<file path="src/common/zcmp_pkg.sv">
package zcmp_pkg;

  //////////////////////////////////////////////////////////////////////
  // Constants
  //////////////////////////////////////////////////////////////////////

  // Descriptor FIFO depth, lets one word decode while another expands
  localparam int FIFO_DEPTH = 2;

  // Architectural register numbers
  localparam logic [4:0] REG_ZERO = 5'd0;
  localparam logic [4:0] REG_RA   = 5'd1;
  localparam logic [4:0] REG_SP   = 5'd2;
  localparam logic [4:0] REG_A0   = 5'd10;
  localparam logic [4:0] REG_A1   = 5'd11;

  // RV32 major opcodes
  localparam logic [6:0] OPCODE_LOAD  = 7'b0000011;
  localparam logic [6:0] OPCODE_STORE = 7'b0100011;
  localparam logic [6:0] OPCODE_OPIMM = 7'b0010011;
  localparam logic [6:0] OPCODE_JALR  = 7'b1100111;

  //////////////////////////////////////////////////////////////////////
  // Types
  //////////////////////////////////////////////////////////////////////

  // Instructions that expand into a sequence
  typedef enum logic [2:0] {
    PUSH,
    POP,
    POPRET,
    POPRETZ,
    MVA01S,
    MVSA01
  } seq_kind_e;

  // Compressed word, push/pop layout or double-move layout
  typedef union packed {
    struct packed {
      logic [2:0] funct3;
      logic [2:0] funct3_sub;
      logic [1:0] funct2;
      logic [3:0] rlist;
      logic [1:0] spimm;
      logic [1:0] op;
    } pp;
    struct packed {
      logic [2:0] funct3;
      logic [2:0] funct3_sub;
      logic [2:0] r1s;
      logic [1:0] mode;
      logic [2:0] r2s;
      logic [1:0] op;
    } mv;
  } cinstr_u;

  // One decoded instruction waiting for expansion
  typedef struct packed {
    seq_kind_e  kind;
    logic [3:0] rlist;
    logic [1:0] spimm;
    logic [2:0] r1s;
    logic [2:0] r2s;
  } seq_desc_t;

  // Emitted 32-bit word, built as I-type or S-type
  typedef union packed {
    struct packed {
      logic [11:0] imm12;
      logic [4:0]  rs1;
      logic [2:0]  funct3;
      logic [4:0]  rd;
      logic [6:0]  opcode;
    } itype;
    struct packed {
      logic [6:0]  imm_hi;
      logic [4:0]  rs2;
      logic [4:0]  rs1;
      logic [2:0]  funct3;
      logic [4:0]  imm_lo;
      logic [6:0]  opcode;
    } stype;
  } rv32_instr_u;

  //////////////////////////////////////////////////////////////////////
  // Helpers
  //////////////////////////////////////////////////////////////////////

  // Number of s-registers in rlist, s10 is never saved alone
  function automatic logic [3:0] regs_saved(input logic [3:0] rlist);
    return (rlist == 4'd15) ? 4'd12 : rlist - 4'd4;
  endfunction

  // Bytes for ra plus saved registers, 16-byte aligned
  function automatic logic [11:0] stack_adj_base(input logic [3:0] rlist);
    logic [11:0] bytes;
    bytes = {6'd0, regs_saved(rlist), 2'b00} + 12'd4;
    return (bytes + 12'd15) & 12'hff0;
  endfunction

  // s0-s1 live at x8-x9, s2-s11 at x18-x27
  function automatic logic [4:0] sreg_to_regnum(input logic [3:0] sreg);
    return (sreg < 4'd2) ? {1'b0, sreg} + 5'd8 : {1'b0, sreg} + 5'd16;
  endfunction

endpackage
</file>
<file path="src/common/seq_desc_if.sv">
`timescale 1ns/1ps

// Valid/ready channel carrying one decoded descriptor
interface seq_desc_if;
  import zcmp_pkg::*;

  // Producer holds desc stable while valid is high and ready is low
  logic      valid;
  logic      ready;
  seq_desc_t desc;

  // Side that offers descriptors
  modport producer (
    output valid,
    output desc,
    input  ready
  );

  // Side that takes descriptors
  modport consumer (
    input  valid,
    input  desc,
    output ready
  );

endinterface

</file>
<file path="src/verilog/zcmp_seq_top.sv">
`timescale 1ns/1ps

module zcmp_seq_top (
  input  logic        clk,
  input  logic        rst_n,
  input  logic [15:0] instr_i,
  input  logic        valid_i,
  output logic        ready_o,
  output logic [31:0] instr_o,
  output logic        valid_o,
  input  logic        ready_i,
  output logic        seq_first_o,
  output logic        seq_last_o
);
  import zcmp_pkg::*;

  // Decoder to FIFO, FIFO to expander
  seq_desc_if dec_if ();
  seq_desc_if exp_if ();

  // Combinational classify that drops words without a sequence
  zcmp_decoder u_decoder (
    .instr_i (instr_i),
    .valid_i (valid_i),
    .ready_o (ready_o),
    .desc_o  (dec_if.producer)
  );

  // Buffers decoded words while a sequence is still running
  zcmp_desc_fifo #(
    .DEPTH (FIFO_DEPTH)
  ) u_desc_fifo (
    .clk   (clk),
    .rst_n (rst_n),
    .wr    (dec_if.consumer),
    .rd    (exp_if.producer)
  );

  // One 32-bit instruction per output handshake
  zcmp_uop_expander u_uop_expander (
    .clk         (clk),
    .rst_n       (rst_n),
    .desc_i      (exp_if.consumer),
    .instr_o     (instr_o),
    .valid_o     (valid_o),
    .ready_i     (ready_i),
    .seq_first_o (seq_first_o),
    .seq_last_o  (seq_last_o)
  );

endmodule

</file>
<file path="src/zcmp_seq/zcmp_uop_expander.sv">
`timescale 1ns/1ps

module zcmp_uop_expander (
  input  logic                  clk,
  input  logic                  rst_n,
  seq_desc_if.consumer          desc_i,
  output zcmp_pkg::rv32_instr_u instr_o,
  output logic                  valid_o,
  input  logic                  ready_i,
  output logic                  seq_first_o,
  output logic                  seq_last_o
);
  import zcmp_pkg::*;

  // IDLE_S also emits the first move of a double move
  typedef enum logic [2:0] {
    IDLE_S,
    SREG_S,
    RA_S,
    SP_S,
    A0_S,
    RET_S,
    MV2_S
  } state_e;

  state_e      state_q;
  state_e      state_n;
  state_e      cur_s;
  logic [3:0]  cnt_q;
  logic [3:0]  n_saved;
  logic [3:0]  sreg_idx;
  logic [4:0]  mem_reg;
  logic [11:0] total;
  logic [11:0] step_off;
  logic [11:0] cur_off;
  logic        is_push;
  logic        is_move;
  logic        xfer;
  logic        last;

  //////////////////////////////////////////////////////////////////////
  // Sequence bookkeeping
  //////////////////////////////////////////////////////////////////////
  assign is_push = (desc_i.desc.kind == PUSH);
  assign is_move = (desc_i.desc.kind == MVA01S) || (desc_i.desc.kind == MVSA01);
  assign n_saved = regs_saved(desc_i.desc.rlist);
  assign total   = stack_adj_base(desc_i.desc.rlist) + {6'd0, desc_i.desc.spimm, 4'd0};

  // Every step moves four bytes further from the start
  assign step_off = {6'd0, cnt_q, 2'b00} + 12'd4;
  // Push walks down from sp, pops walk down from the old frame top
  assign cur_off  = is_push ? 12'd0 - step_off : total - step_off;
  // Highest s-register goes first
  assign sreg_idx = n_saved - 4'd1 - cnt_q;

  // Push/pop start straight at their first memory access
  assign cur_s = (state_q == IDLE_S && !is_move) ?
                 ((n_saved != 4'd0) ? SREG_S : RA_S) : state_q;
  assign mem_reg = (cur_s == SREG_S) ? sreg_to_regnum(sreg_idx) : REG_RA;

  // Descriptor stays in the FIFO until the whole sequence is out
  assign valid_o = desc_i.valid;
  assign xfer    = valid_o && ready_i;

  //////////////////////////////////////////////////////////////////////
  // Instruction build and next state
  //////////////////////////////////////////////////////////////////////
  always_comb begin
    instr_o = '0;
    state_n = cur_s;
    last    = 1'b0;
    case (cur_s)
      SREG_S, RA_S: begin
        if (is_push) begin
          // sw reg, off(sp)
          instr_o.stype.imm_hi = cur_off[11:5];
          instr_o.stype.rs2    = mem_reg;
          instr_o.stype.rs1    = REG_SP;
          instr_o.stype.funct3 = 3'b010;
          instr_o.stype.imm_lo = cur_off[4:0];
          instr_o.stype.opcode = OPCODE_STORE;
        end else begin
          // lw reg, off(sp)
          instr_o.itype.imm12  = cur_off;
          instr_o.itype.rs1    = REG_SP;
          instr_o.itype.funct3 = 3'b010;
          instr_o.itype.rd     = mem_reg;
          instr_o.itype.opcode = OPCODE_LOAD;
        end
        if (cur_s == RA_S) begin
          state_n = SP_S;
        end else if (cnt_q == n_saved - 4'd1) begin
          state_n = RA_S;
        end
      end
      SP_S: begin
        // addi sp, sp, +/-total
        instr_o.itype.imm12  = is_push ? 12'd0 - total : total;
        instr_o.itype.rs1    = REG_SP;
        instr_o.itype.rd     = REG_SP;
        instr_o.itype.opcode = OPCODE_OPIMM;
        if (desc_i.desc.kind == POPRETZ) begin
          state_n = A0_S;
        end else if (desc_i.desc.kind == POPRET) begin
          state_n = RET_S;
        end else begin
          state_n = IDLE_S;
          last    = 1'b1;
        end
      end
      A0_S: begin
        // addi a0, x0, 0
        instr_o.itype.rs1    = REG_ZERO;
        instr_o.itype.rd     = REG_A0;
        instr_o.itype.opcode = OPCODE_OPIMM;
        state_n = RET_S;
      end
      RET_S: begin
        // jalr x0, 0(ra)
        instr_o.itype.rs1    = REG_RA;
        instr_o.itype.rd     = REG_ZERO;
        instr_o.itype.opcode = OPCODE_JALR;
        state_n = IDLE_S;
        last    = 1'b1;
      end
      MV2_S: begin
        // Second move pairs a1 with r2s
        instr_o.itype.opcode = OPCODE_OPIMM;
        if (desc_i.desc.kind == MVA01S) begin
          instr_o.itype.rs1 = sreg_to_regnum({1'b0, desc_i.desc.r2s});
          instr_o.itype.rd  = REG_A1;
        end else begin
          instr_o.itype.rs1 = REG_A1;
          instr_o.itype.rd  = sreg_to_regnum({1'b0, desc_i.desc.r2s});
        end
        state_n = IDLE_S;
        last    = 1'b1;
      end
      default: begin
        // First move pairs a0 with r1s
        instr_o.itype.opcode = OPCODE_OPIMM;
        if (desc_i.desc.kind == MVA01S) begin
          instr_o.itype.rs1 = sreg_to_regnum({1'b0, desc_i.desc.r1s});
          instr_o.itype.rd  = REG_A0;
        end else begin
          instr_o.itype.rs1 = REG_A0;
          instr_o.itype.rd  = sreg_to_regnum({1'b0, desc_i.desc.r1s});
        end
        state_n = MV2_S;
      end
    endcase
  end

  assign seq_first_o = valid_o && (state_q == IDLE_S);
  assign seq_last_o  = valid_o && last;
  // Pop the descriptor together with its last instruction
  assign desc_i.ready = xfer && last;

  // State and counter only move on an output transfer
  always_ff @(posedge clk or negedge rst_n) begin
    if (!rst_n) begin
      state_q <= IDLE_S;
      cnt_q   <= '0;
    end else if (xfer) begin
      state_q <= state_n;
      cnt_q   <= last ? 4'd0 : cnt_q + 4'd1;
    end
  end

endmodule

</file>
<file path="src/zcmp_seq/zcmp_desc_fifo.sv">
`timescale 1ns/1ps

module zcmp_desc_fifo #(
  parameter int DEPTH = zcmp_pkg::FIFO_DEPTH
) (
  input  logic         clk,
  input  logic         rst_n,
  seq_desc_if.consumer wr,
  seq_desc_if.producer rd
);
  import zcmp_pkg::*;

  // Descriptor storage
  seq_desc_t                    mem [DEPTH];
  logic [$clog2(DEPTH)-1:0]     wr_ptr;
  logic [$clog2(DEPTH)-1:0]     rd_ptr;
  logic [$clog2(DEPTH+1)-1:0]   count;
  logic                         push;
  logic                         pop;

  // Full blocks writes, empty hides the read side
  assign wr.ready = (int'(count) != DEPTH);
  assign rd.valid = (count != '0);
  assign rd.desc  = mem[rd_ptr];

  assign push = wr.valid && wr.ready;
  assign pop  = rd.valid && rd.ready;

  always_ff @(posedge clk) begin
    if (push) begin
      mem[wr_ptr] <= wr.desc;
    end
  end

  //////////////////////////////////////////////////////////////////////
  // Pointers and fill level
  //////////////////////////////////////////////////////////////////////
  always_ff @(posedge clk or negedge rst_n) begin
    if (!rst_n) begin
      wr_ptr <= '0;
      rd_ptr <= '0;
      count  <= '0;
    end else begin
      // Explicit wrap so any depth works
      if (push) begin
        wr_ptr <= (int'(wr_ptr) == DEPTH - 1) ? '0 : wr_ptr + 1'b1;
      end
      if (pop) begin
        rd_ptr <= (int'(rd_ptr) == DEPTH - 1) ? '0 : rd_ptr + 1'b1;
      end
      // Push and pop together leave the count unchanged
      if (push && !pop) begin
        count <= count + 1'b1;
      end else if (pop && !push) begin
        count <= count - 1'b1;
      end
    end
  end

endmodule

</file>
<file path="src/zcmp_seq/zcmp_decoder.sv">
`timescale 1ns/1ps

module zcmp_decoder (
  input  zcmp_pkg::cinstr_u instr_i,
  input  logic              valid_i,
  output logic              ready_o,
  seq_desc_if.producer      desc_o
);
  import zcmp_pkg::*;

  logic      legal;
  seq_kind_e kind;

  //////////////////////////////////////////////////////////////////////
  // Classify the compressed word
  //////////////////////////////////////////////////////////////////////
  always_comb begin
    legal = 1'b0;
    kind  = PUSH;
    // All Zcmp sequences sit in quadrant 2 under funct3 101
    if (instr_i.pp.op == 2'b10 && instr_i.pp.funct3 == 3'b101) begin
      case (instr_i.pp.funct3_sub)
        3'b011: begin
          // Double moves need two distinct s-registers
          if (instr_i.mv.r1s != instr_i.mv.r2s) begin
            if (instr_i.mv.mode == 2'b11) begin
              legal = 1'b1;
              kind  = MVA01S;
            end else if (instr_i.mv.mode == 2'b01) begin
              legal = 1'b1;
              kind  = MVSA01;
            end
          end
        end
        3'b110: begin
          // push (00) or pop (10)
          if (instr_i.pp.rlist > 4'd3 && !instr_i.pp.funct2[0]) begin
            legal = 1'b1;
            kind  = instr_i.pp.funct2[1] ? POP : PUSH;
          end
        end
        3'b111: begin
          // popretz (00) or popret (10)
          if (instr_i.pp.rlist > 4'd3 && !instr_i.pp.funct2[0]) begin
            legal = 1'b1;
            kind  = instr_i.pp.funct2[1] ? POPRET : POPRETZ;
          end
        end
        default: begin
          legal = 1'b0;
        end
      endcase
    end
  end

  // Descriptor fields come from both views, kind selects which matter
  assign desc_o.desc.kind  = kind;
  assign desc_o.desc.rlist = instr_i.pp.rlist;
  assign desc_o.desc.spimm = instr_i.pp.spimm;
  assign desc_o.desc.r1s   = instr_i.mv.r1s;
  assign desc_o.desc.r2s   = instr_i.mv.r2s;

  assign desc_o.valid = valid_i && legal;
  // Words without a sequence are swallowed right away
  assign ready_o = legal ? desc_o.ready : 1'b1;

endmodule

</file>
<file path="config.mk">
export PLATFORM = sky130hd
export DESIGN_NAME = zcmp_seq_top
export DESIGN_NICKNAME = d
export VERILOG_FILES = /design/src/common/zcmp_pkg.sv /design/src/common/seq_desc_if.sv /design/src/verilog/zcmp_seq_top.sv /design/src/zcmp_seq/zcmp_uop_expander.sv /design/src/zcmp_seq/zcmp_desc_fifo.sv /design/src/zcmp_seq/zcmp_decoder.sv
export SDC_FILE = /design/constraint.sdc
export NUM_CORES = 1
export LEC_CHECK = 0
export ABC_AREA = 1
export BUFFER_PORTS_ARGS = -buffer_cell sky130_fd_sc_hd__buf_2
export CAP_MARGIN = 20
export CELL_PAD_IN_SITES_DETAIL_PLACEMENT = 1
export CELL_PAD_IN_SITES_GLOBAL_PLACEMENT = 2
export CORE_UTILIZATION = 32
export DETAILED_ROUTE_END_ITERATION = 12
export PLACE_DENSITY_LB_ADDON = 0.1
export SETUP_SLACK_MARGIN = 0.02
export SLEW_MARGIN = 10
export SYNTH_ARGS = -nofsm -noshare
export SYNTH_HDL_FRONTEND = slang
export SYNTH_HIERARCHICAL = 1
export SYNTH_SLANG_ARGS = --single-unit
</file>
<file path="constraint.sdc">
create_clock -name clk -period 3.9 [get_ports clk]
set_clock_uncertainty 0.05 [all_clocks]
set_input_delay 0.585 -clock clk [delete_from_list [all_inputs] [get_ports clk]]
set_output_delay 0.585 -clock clk [all_outputs]
set_load 0.05 [all_outputs]
</file>
==> results of run 1 <==
## repair_timing
item                       CTS  global route
setup buffers                2             2
cloned                       0             0
gates resized for setup     23            27
hold buffers                 0             0
pin swaps                    8            16
setup endpoints to repair    7             8
## worst paths after layout
path | startpoint | slack (ps) | cells after the start | end
min in group clk | instr_i[5] | 460 | 1 | u_desc_fifo/mem[1][9]
hold / removal | rst_n | 130 | 1 | u_uop_expander/state_q[2]
max in group asynchronous | rst_n | 3410 | 1 | u_desc_fifo/rd_ptr
hold reg to reg | u_desc_fifo/count[0] | 470 | 1 | u_desc_fifo/count[0]
setup reg to reg | u_desc_fifo/rd_ptr | 1540 | 15 | u_uop_expander/state_q[0]
setup / recovery | u_desc_fifo/rd_ptr | 110 | 15 | instr_o[30]
## cell families after synthesis
| family | count (synthesis) | share of synthesized area [%] |
|---|---|---|
| AOI/OAI and AO/OA | 49 | 8.94 |
| xor gates and xnor gates | 10 | 2.89 |
| adders and majority gates | 15 | 6.16 |
| buffers and inverters | 94 | 14.1 |
| DFF | 41 | 35.8 |
| other | 2 | 0.228 |
| and+or+nand+nor | 236 | 31.9 |
## metal layers
layer  up-vias  share of wire, %  track usage (%)
met1      1425                50             25.8
met5         -                 0                0
met4         0              0.81             3.58
li1       1523                 -                -
met2        49                47             29.1
met3         7               2.6             1.75
## cell usage in the layout, fill, tap and decap left out, drive strengths merged
master,Yosys,routed
dfrtp,11,11
bufinv,0,1
ha,13,13
edfxtp,30,30
conb,2,5
o21ai,14,14
nand4,7,7
nor3,7,7
a22o,1,1
o211ai,3,3
a22oi,1,1
clkinvlp,0,1
nand3b,1,1
xor2,5,5
o22ai,6,6
xnor2,5,5
o21bai,2,2
a21oi,17,17
clkbuf,2,6
fa,2,2
a32oi,1,1
nand2,141,141
a31o,1,1
a21o,1,1
a21boi,1,1
nor2,30,30
a31oi,1,1
nand3,48,48
or2,2,2
inv,67,67
buf,24,64
clkinv,1,2
## critical path: stages (launching register included)
cell and delay (ps):
dfrtp_2 470, inv_8 90, nand2_2 60, nand2_4 100
ha_4 160, nand3_4 90, nand2_4 90, ha_4 200
fa_2 580, ha_4 220, a21oi_2 150, nand2_2 90
a21oi_2 140, a21oi_2 70, o21ai_1 190, buf_6 180
## final cells by class
class,instances,area [um2],share of cell area (%)
Clock buffer,5,68.8,1.74
Clock inverter,3,46.3,1.17
Inverter,68,265,6.72
Tap cell,133,166,4.22
Timing Repair Buffer,65,408,10.3
Sequential cell,41,1180,29.8
Multi-Input combinational cell,315,1820,46.0
## cell usage after synthesis, types with 3 or more instances
library cell | count | share of area (%)
a21oi_1 | 16 | 2.4
edfxtp_1 | 30 | 27
dfrtp_1 | 11 | 8.4
nand4_1 | 7 | 1.3
inv_1 | 58 | 6.6
nand2_1 | 134 | 15
xor2_1 | 4 | 1.1
o22ai_1 | 6 | 1.1
ha_1 | 13 | 4.9
nor3_1 | 3 | 0.46
nor3_2 | 3 | 0.91
xnor2_1 | 5 | 1.3
nand2_2 | 5 | 0.95
buf_4 | 19 | 4.3
inv_2 | 8 | 0.91
nor2_1 | 28 | 3.2
buf_6 | 4 | 1.4
o21ai_0 | 12 | 1.8
nand3_1 | 46 | 7.0
## through the flow
step	setup TNS, ps	area [um2]	cells	util [%]	hold slack, ps
CTS	0	3840	628	38.9	133
detailed placement	0	3600	618	36.5	457
global placement	0	3600	618	36.5	448
finish	0	3950	630	40.0	126
floorplan	-469	3310	450	-	239
global route	-91.4	3950	630	40.0	137
==> results by group, run 1 <==
Floorplanning
  – Initial core utilization: between 30% and 40%
  – Chip Width: 103 um
  – Die area: approximately 11000 um2
  – Die Height: 103 um
  – # rows: 36
  – Ports: between 50 and 60
  – Core Box Area: slightly below 10000 um2

Detailed routing
  – Detail Route Antenna Nets: 0
  – Total routed wirelength: ~9.0 mm
  – Initial DRC Count: just over 70
  – Vias per inst: roughly 4.8
  – Wire per inst: 14.3 um
  – DRC: 0
  – Vias: roughly 3000
  – Drt pass-1 iters: 4

Place
  – Final HPWL DP: between 7 and 8 mm
  – Gp weighted congestion: 0.774
  – Post-Place Setup Slack: between 30 and 40 ps
  – PortBufs: 50

Clock network
  – Clock sink count: between 40 and 50
  – Clock buffer depth: 2
  – H-tree levels: 2
  – CTS Buf Count: 5
  – Worst skew pair latency: roughly 290 ps
  – CTS root buf: clkbuf_8
  – CTS clock-pin slew for the worst setup and hold paths: 80 ps
  – TritonCTS clock tree: yes

Synthesis
  – Ys async rst share: 26.8%
  – Syn Std Cell Area: about 3300 um2
  – Synth Area per Inst: approximately 7.4 um2
  – Number of distinct standard cells referenced by the synthesized netlist: 45
  – Number of synthesized flops with an enable pin: 30
  – Sequential area share after synthesis: between 30% and 40%
  – FF+latch count, synth: about 40
  – Main synth FF type: edfxtp_1
  – Syn Inst Count: approximately 450
  – Warnings, synthesis: 6

Timing
  – Pins Over Slew Limit: 0
  – Setup violators final: 0
  – Period utilisation layout: between 90% and 100%
  – RSZ-0062 raised after global routing: yes
  – Minimum clock period: between 3000 and 4000 ps
  – PnR worst setup slack: 105 ps
  – Highest clock rate: between 200 and 300 MHz
  – Hold Fails Final Rpt: 0

Global routing
  – Largest net degree at the start of global routing: 16
  – Initial antenna violation count: 0
  – First-pass GRT wire length: between 10 and 15 mm
  – Via count of the first global-routing pass: around 2900
  – GRT overflow: 0
  – GR Util All Layers: approximately 18%

Worst setup path
  – Crit path max fanout: 5
  – Critical Path Start Type: register
  – CP Capture Type: output pin
  – Worst EP arrival: approximately 3200 ps
  – Crit path kind: reg2out
  – CP required: 3260 ps

Cells and area
  – Area added between synthesis and finish: 20.1%
  – Max reg flops: 30
  – Layout cells sized above 1: roughly 26%
  – Layout Nets: about 530
  – N_diodes: 0
  – Fillers: ~1200

Outcome
  – Status: completed

Run
  – # Max-Cap Violations: 0

Worst hold path
  – Worst min path class: in2async
Power of run 1 is not shown: default switching activity piles up to over one toggle a cycle in this logic, so the estimate is an artifact.
==> run 2, diff against run 1 <==
--- a/config.mk
+++ b/config.mk
@@ -10,7 +10,7 @@
 export CAP_MARGIN = 20
 export CELL_PAD_IN_SITES_DETAIL_PLACEMENT = 1
 export CELL_PAD_IN_SITES_GLOBAL_PLACEMENT = 2
-export CORE_UTILIZATION = 32
+export CORE_UTILIZATION = 35
 export DETAILED_ROUTE_END_ITERATION = 12
 export PLACE_DENSITY_LB_ADDON = 0.1
 export SETUP_SLACK_MARGIN = 0.02
==> constraint.sdc (replaced) <==
create_clock -name clk -period 4.8 [get_ports clk]
set_clock_uncertainty 0.05 [all_clocks]
set_input_delay 0.72 -clock clk [delete_from_list [all_inputs] [get_ports clk]]
set_output_delay 0.72 -clock clk [all_outputs]
set_load 0.05 [all_outputs]
==> run 2 against run 1 <==
Effect of this change:
- cell area fell by 7.6%
- cell count is 5.1% lower
- worst setup slack better by 170 ps
- utilization decreased by 0.17 points
- sequential cell count unchanged
- hold slack better by 120 ps
- non-clock buffer count down 10
- register-to-register slack gained 540 ps
- via count fell by 3.4%
- largest cell class unchanged
- critical path depth stayed put
- die area down 8.4%
- clock-buffer cell count unchanged
- critical path type unchanged
==> results by group, run 2 (same netlist as run 1, synthesis figures left out) <==
Outcome
  – Status: completed (unchanged)

Worst setup path
  – Critical Path Start Type: register (unchanged)
  – Critical Path End: instr_o[28] (was instr_o[30])
  – CP required: 4030 ps (was 3260 ps)
  – Worst setup path start: u_desc_fifo/rd_ptr (unchanged)
  – Worst-path cell chain: inv_8 -> nand2_2 -> nand2_1 -> ha_1 -> nand3_1 -> nand2_1 -> ha_1 -> fa_1 -> ha_1 -> a21oi_1 -> nand2_1 -> a21oi_1 -> a21oi_1 -> o21ai_0 -> buf_2 (was inv_8 -> nand2_2 -> nand2_4 -> ha_4 -> nand3_4 -> nand2_4 -> ha_4 -> fa_2 -> ha_4 -> a21oi_2 -> nand2_2 -> a21oi_2 -> a21oi_2 -> o21ai_1 -> buf_6)
  – Slowest cell on the critical path: dfrtp_4 (was fa_2)
  – Worst r2r dst: u_uop_expander/state_q[1] (was u_uop_expander/state_q[0])
  – CP peak stage delay: 580 ps (about the same)
  – Crit path kind: reg2out (unchanged)
  – CP top delay family: adder cells (unchanged)
  – Crit path max fanout: 16 (was 5)
  – Worst Path Buf+Inv: 2 (unchanged)
  – Worst EP arrival: 3760 ps (was 3160 ps)
  – Worst r2r path cells: 12 (was 15)
  – CP Capture Type: output pin (unchanged)
  – RR Startpoint: u_desc_fifo/rd_ptr (unchanged)
  – Worst path depth: 15 (unchanged)
  – FF-to-FF setup slack: 2080 ps (was 1540 ps)

Clock network
  – CTS clock-pin slew for the worst setup and hold paths: 80 ps (about the same)
  – Clock buffer depth: 2 (unchanged)
  – TritonCTS clock tree: yes (unchanged)
  – CTS root buf: clkbuf_8 (unchanged)
  – Worst skew pair latency: 290 ps (about the same)
  – Cts hold-fix bufs: 0 (unchanged)
  – Clock sink count: 41 (unchanged)
  – CTS Buf Count: 5 (unchanged)
  – H-tree levels: 2 (unchanged)

Timing
  – Highest clock rate: 221 MHz
  – Headroom to the max-slew limit: between 60% and 70%
  – Worst slew pin tran: roughly 600 ps
  – Period utilisation layout: about 94%
  – Setup violators final: 0 (unchanged)
  – RSZ-0062 raised after global routing: no (was yes)
  – Hold Slack: 249 ps (was 126 ps)
  – Hold Fails Final Rpt: 0 (unchanged)
  – Minimum clock period: 4530 ps
  – Final setup TNS: 0 ps (unchanged)
  – Pins Over Slew Limit: 0 (unchanged)

Cells and area
  – N_diodes: 0 (unchanged)
  – Fillers: 1189 (was 1234)
  – Commonest non-fill, non-tap cell in the layout: nand2_1 (unchanged)
  – Layout cells sized above 1: 19.1% (was 25.8%)
  – Layout Nets: 521 (was 531)
  – Area added between synthesis and finish: 10.9% (was 20.1%)
  – Final Util: 39.8% (was 40.0%)
  – Max reg flops: 30 (unchanged)
  – FF/Latch Area: 1180 um2 (about the same)
  – Commonest non-fill, non-tap cells in the layout: nand2_1, inv_1, buf_2 (was nand2_1, inv_1, nand3_1)
  – Multi-input logic area: 1660 um2 (was 1820 um2)

Detailed routing
  – Detail Route Antenna Nets: 0 (unchanged)
  – Wire per inst: 14.6 um (was 14.3 um)
  – DRC: 0 (unchanged)
  – Vias: 2901 (was 3004)
  – Drt pass-1 iters: 4 (unchanged)
  – Vias per inst: 4.85 (was 4.77)
  – Total routed wirelength: 8.72 mm (was 9.02 mm)
  – Initial DRC Count: 67 (was 72)

Global routing
  – GR Util All Layers: 19.0% (was 17.9%)
  – First-pass GRT wire length: 14.7 mm (was 14.6 mm)
  – Via count of the first global-routing pass: 3007 (was 2858)
  – Largest net degree at the start of global routing: 18 (was 16)
  – GRT overflow: 0 (unchanged)
  – Initial antenna violation count: 0 (unchanged)

Worst hold path
  – Worst min path class: in2async (unchanged)

Run
  – # Max-Cap Violations: 0 (unchanged)

Floorplanning
  – Core Box Area: 9150 um2 (was 9860 um2)
  – Die Height: 98.9 um (was 103 um)
  – Die area: 9790 um2 (was 10700 um2)
  – Initial core utilization: 35.9% (was 33.3%)
  – Ports: 56 (unchanged)
  – # rows: 35 (was 36)
  – Chip Width: 98.9 um (was 103 um)

Place
  – PortBufs: 50 (unchanged)
  – Gp weighted congestion: 0.842 (was 0.774)
  – Final HPWL DP: 7.24 mm (was 7.23 mm)
run 2: worst min-delay path by stage:
stage	depth (start not counted)	endpoint	slack (ps)	start
3_3_place_gp	1	u_desc_fifo/count[0]	450	u_desc_fifo/count[0]
4_1_cts	1	u_uop_expander/state_q[1]	250	rst_n
2_1_floorplan	0	u_desc_fifo/count[0]	370	rst_n
3_5_place_dp	1	u_desc_fifo/count[0]	470	u_desc_fifo/count[0]
5_1_grt	1	u_uop_expander/state_q[1]	250	rst_n
6_report	1	u_uop_expander/state_q[1]	250	rst_n
run 2: through the flow:
stage	cells	setup WS [ps]	instance area, um2
after floorplan	450	155	3300
after global placement	585	418	3490
after detailed placement	587	295	3500
after CTS	595	156	3620
after global routing	598	20.1	3650
final	598	273	3650
run 2: timing repair:
item	CTS	global route
buffers inserted	0	3
gates resized for setup	1	3
cloned	0	0
endpoints found under the setup margin	2	3
run 2: per-layer routing:
layer	up-vias	GRT usage [%]	share of wire, %
met5	-	0	0
met4	0	4.13	0.63
met3	4	2.20	2.6
met2	57	35.3	51
met1	1342	23.6	46
li1	1498	-	-
run 2: cell type report:
cell class              instances  area share [%]
clock buffers                   5            1.89
flip-flops and latches         41            32.3
repair buffers                 55            7.96
inverters                      68            7.20
clock inverters                 3            1.27
multi-input cells             315            45.5
well taps                     111            3.81
run 2: worst register-to-register path, stage by stage, from the launching register on:
cell and delay [ps]:
dfrtp_4 580, inv_8 140, nand2_2 50, nand2_1 140
ha_1 220, nand3_1 100, nand2_1 110, nand2_1 160
o21bai_1 250, nand3_1 170, nand2_1 390, nand2_1 130
a22oi_1 150
Power of run 2 is left out for the same reason.
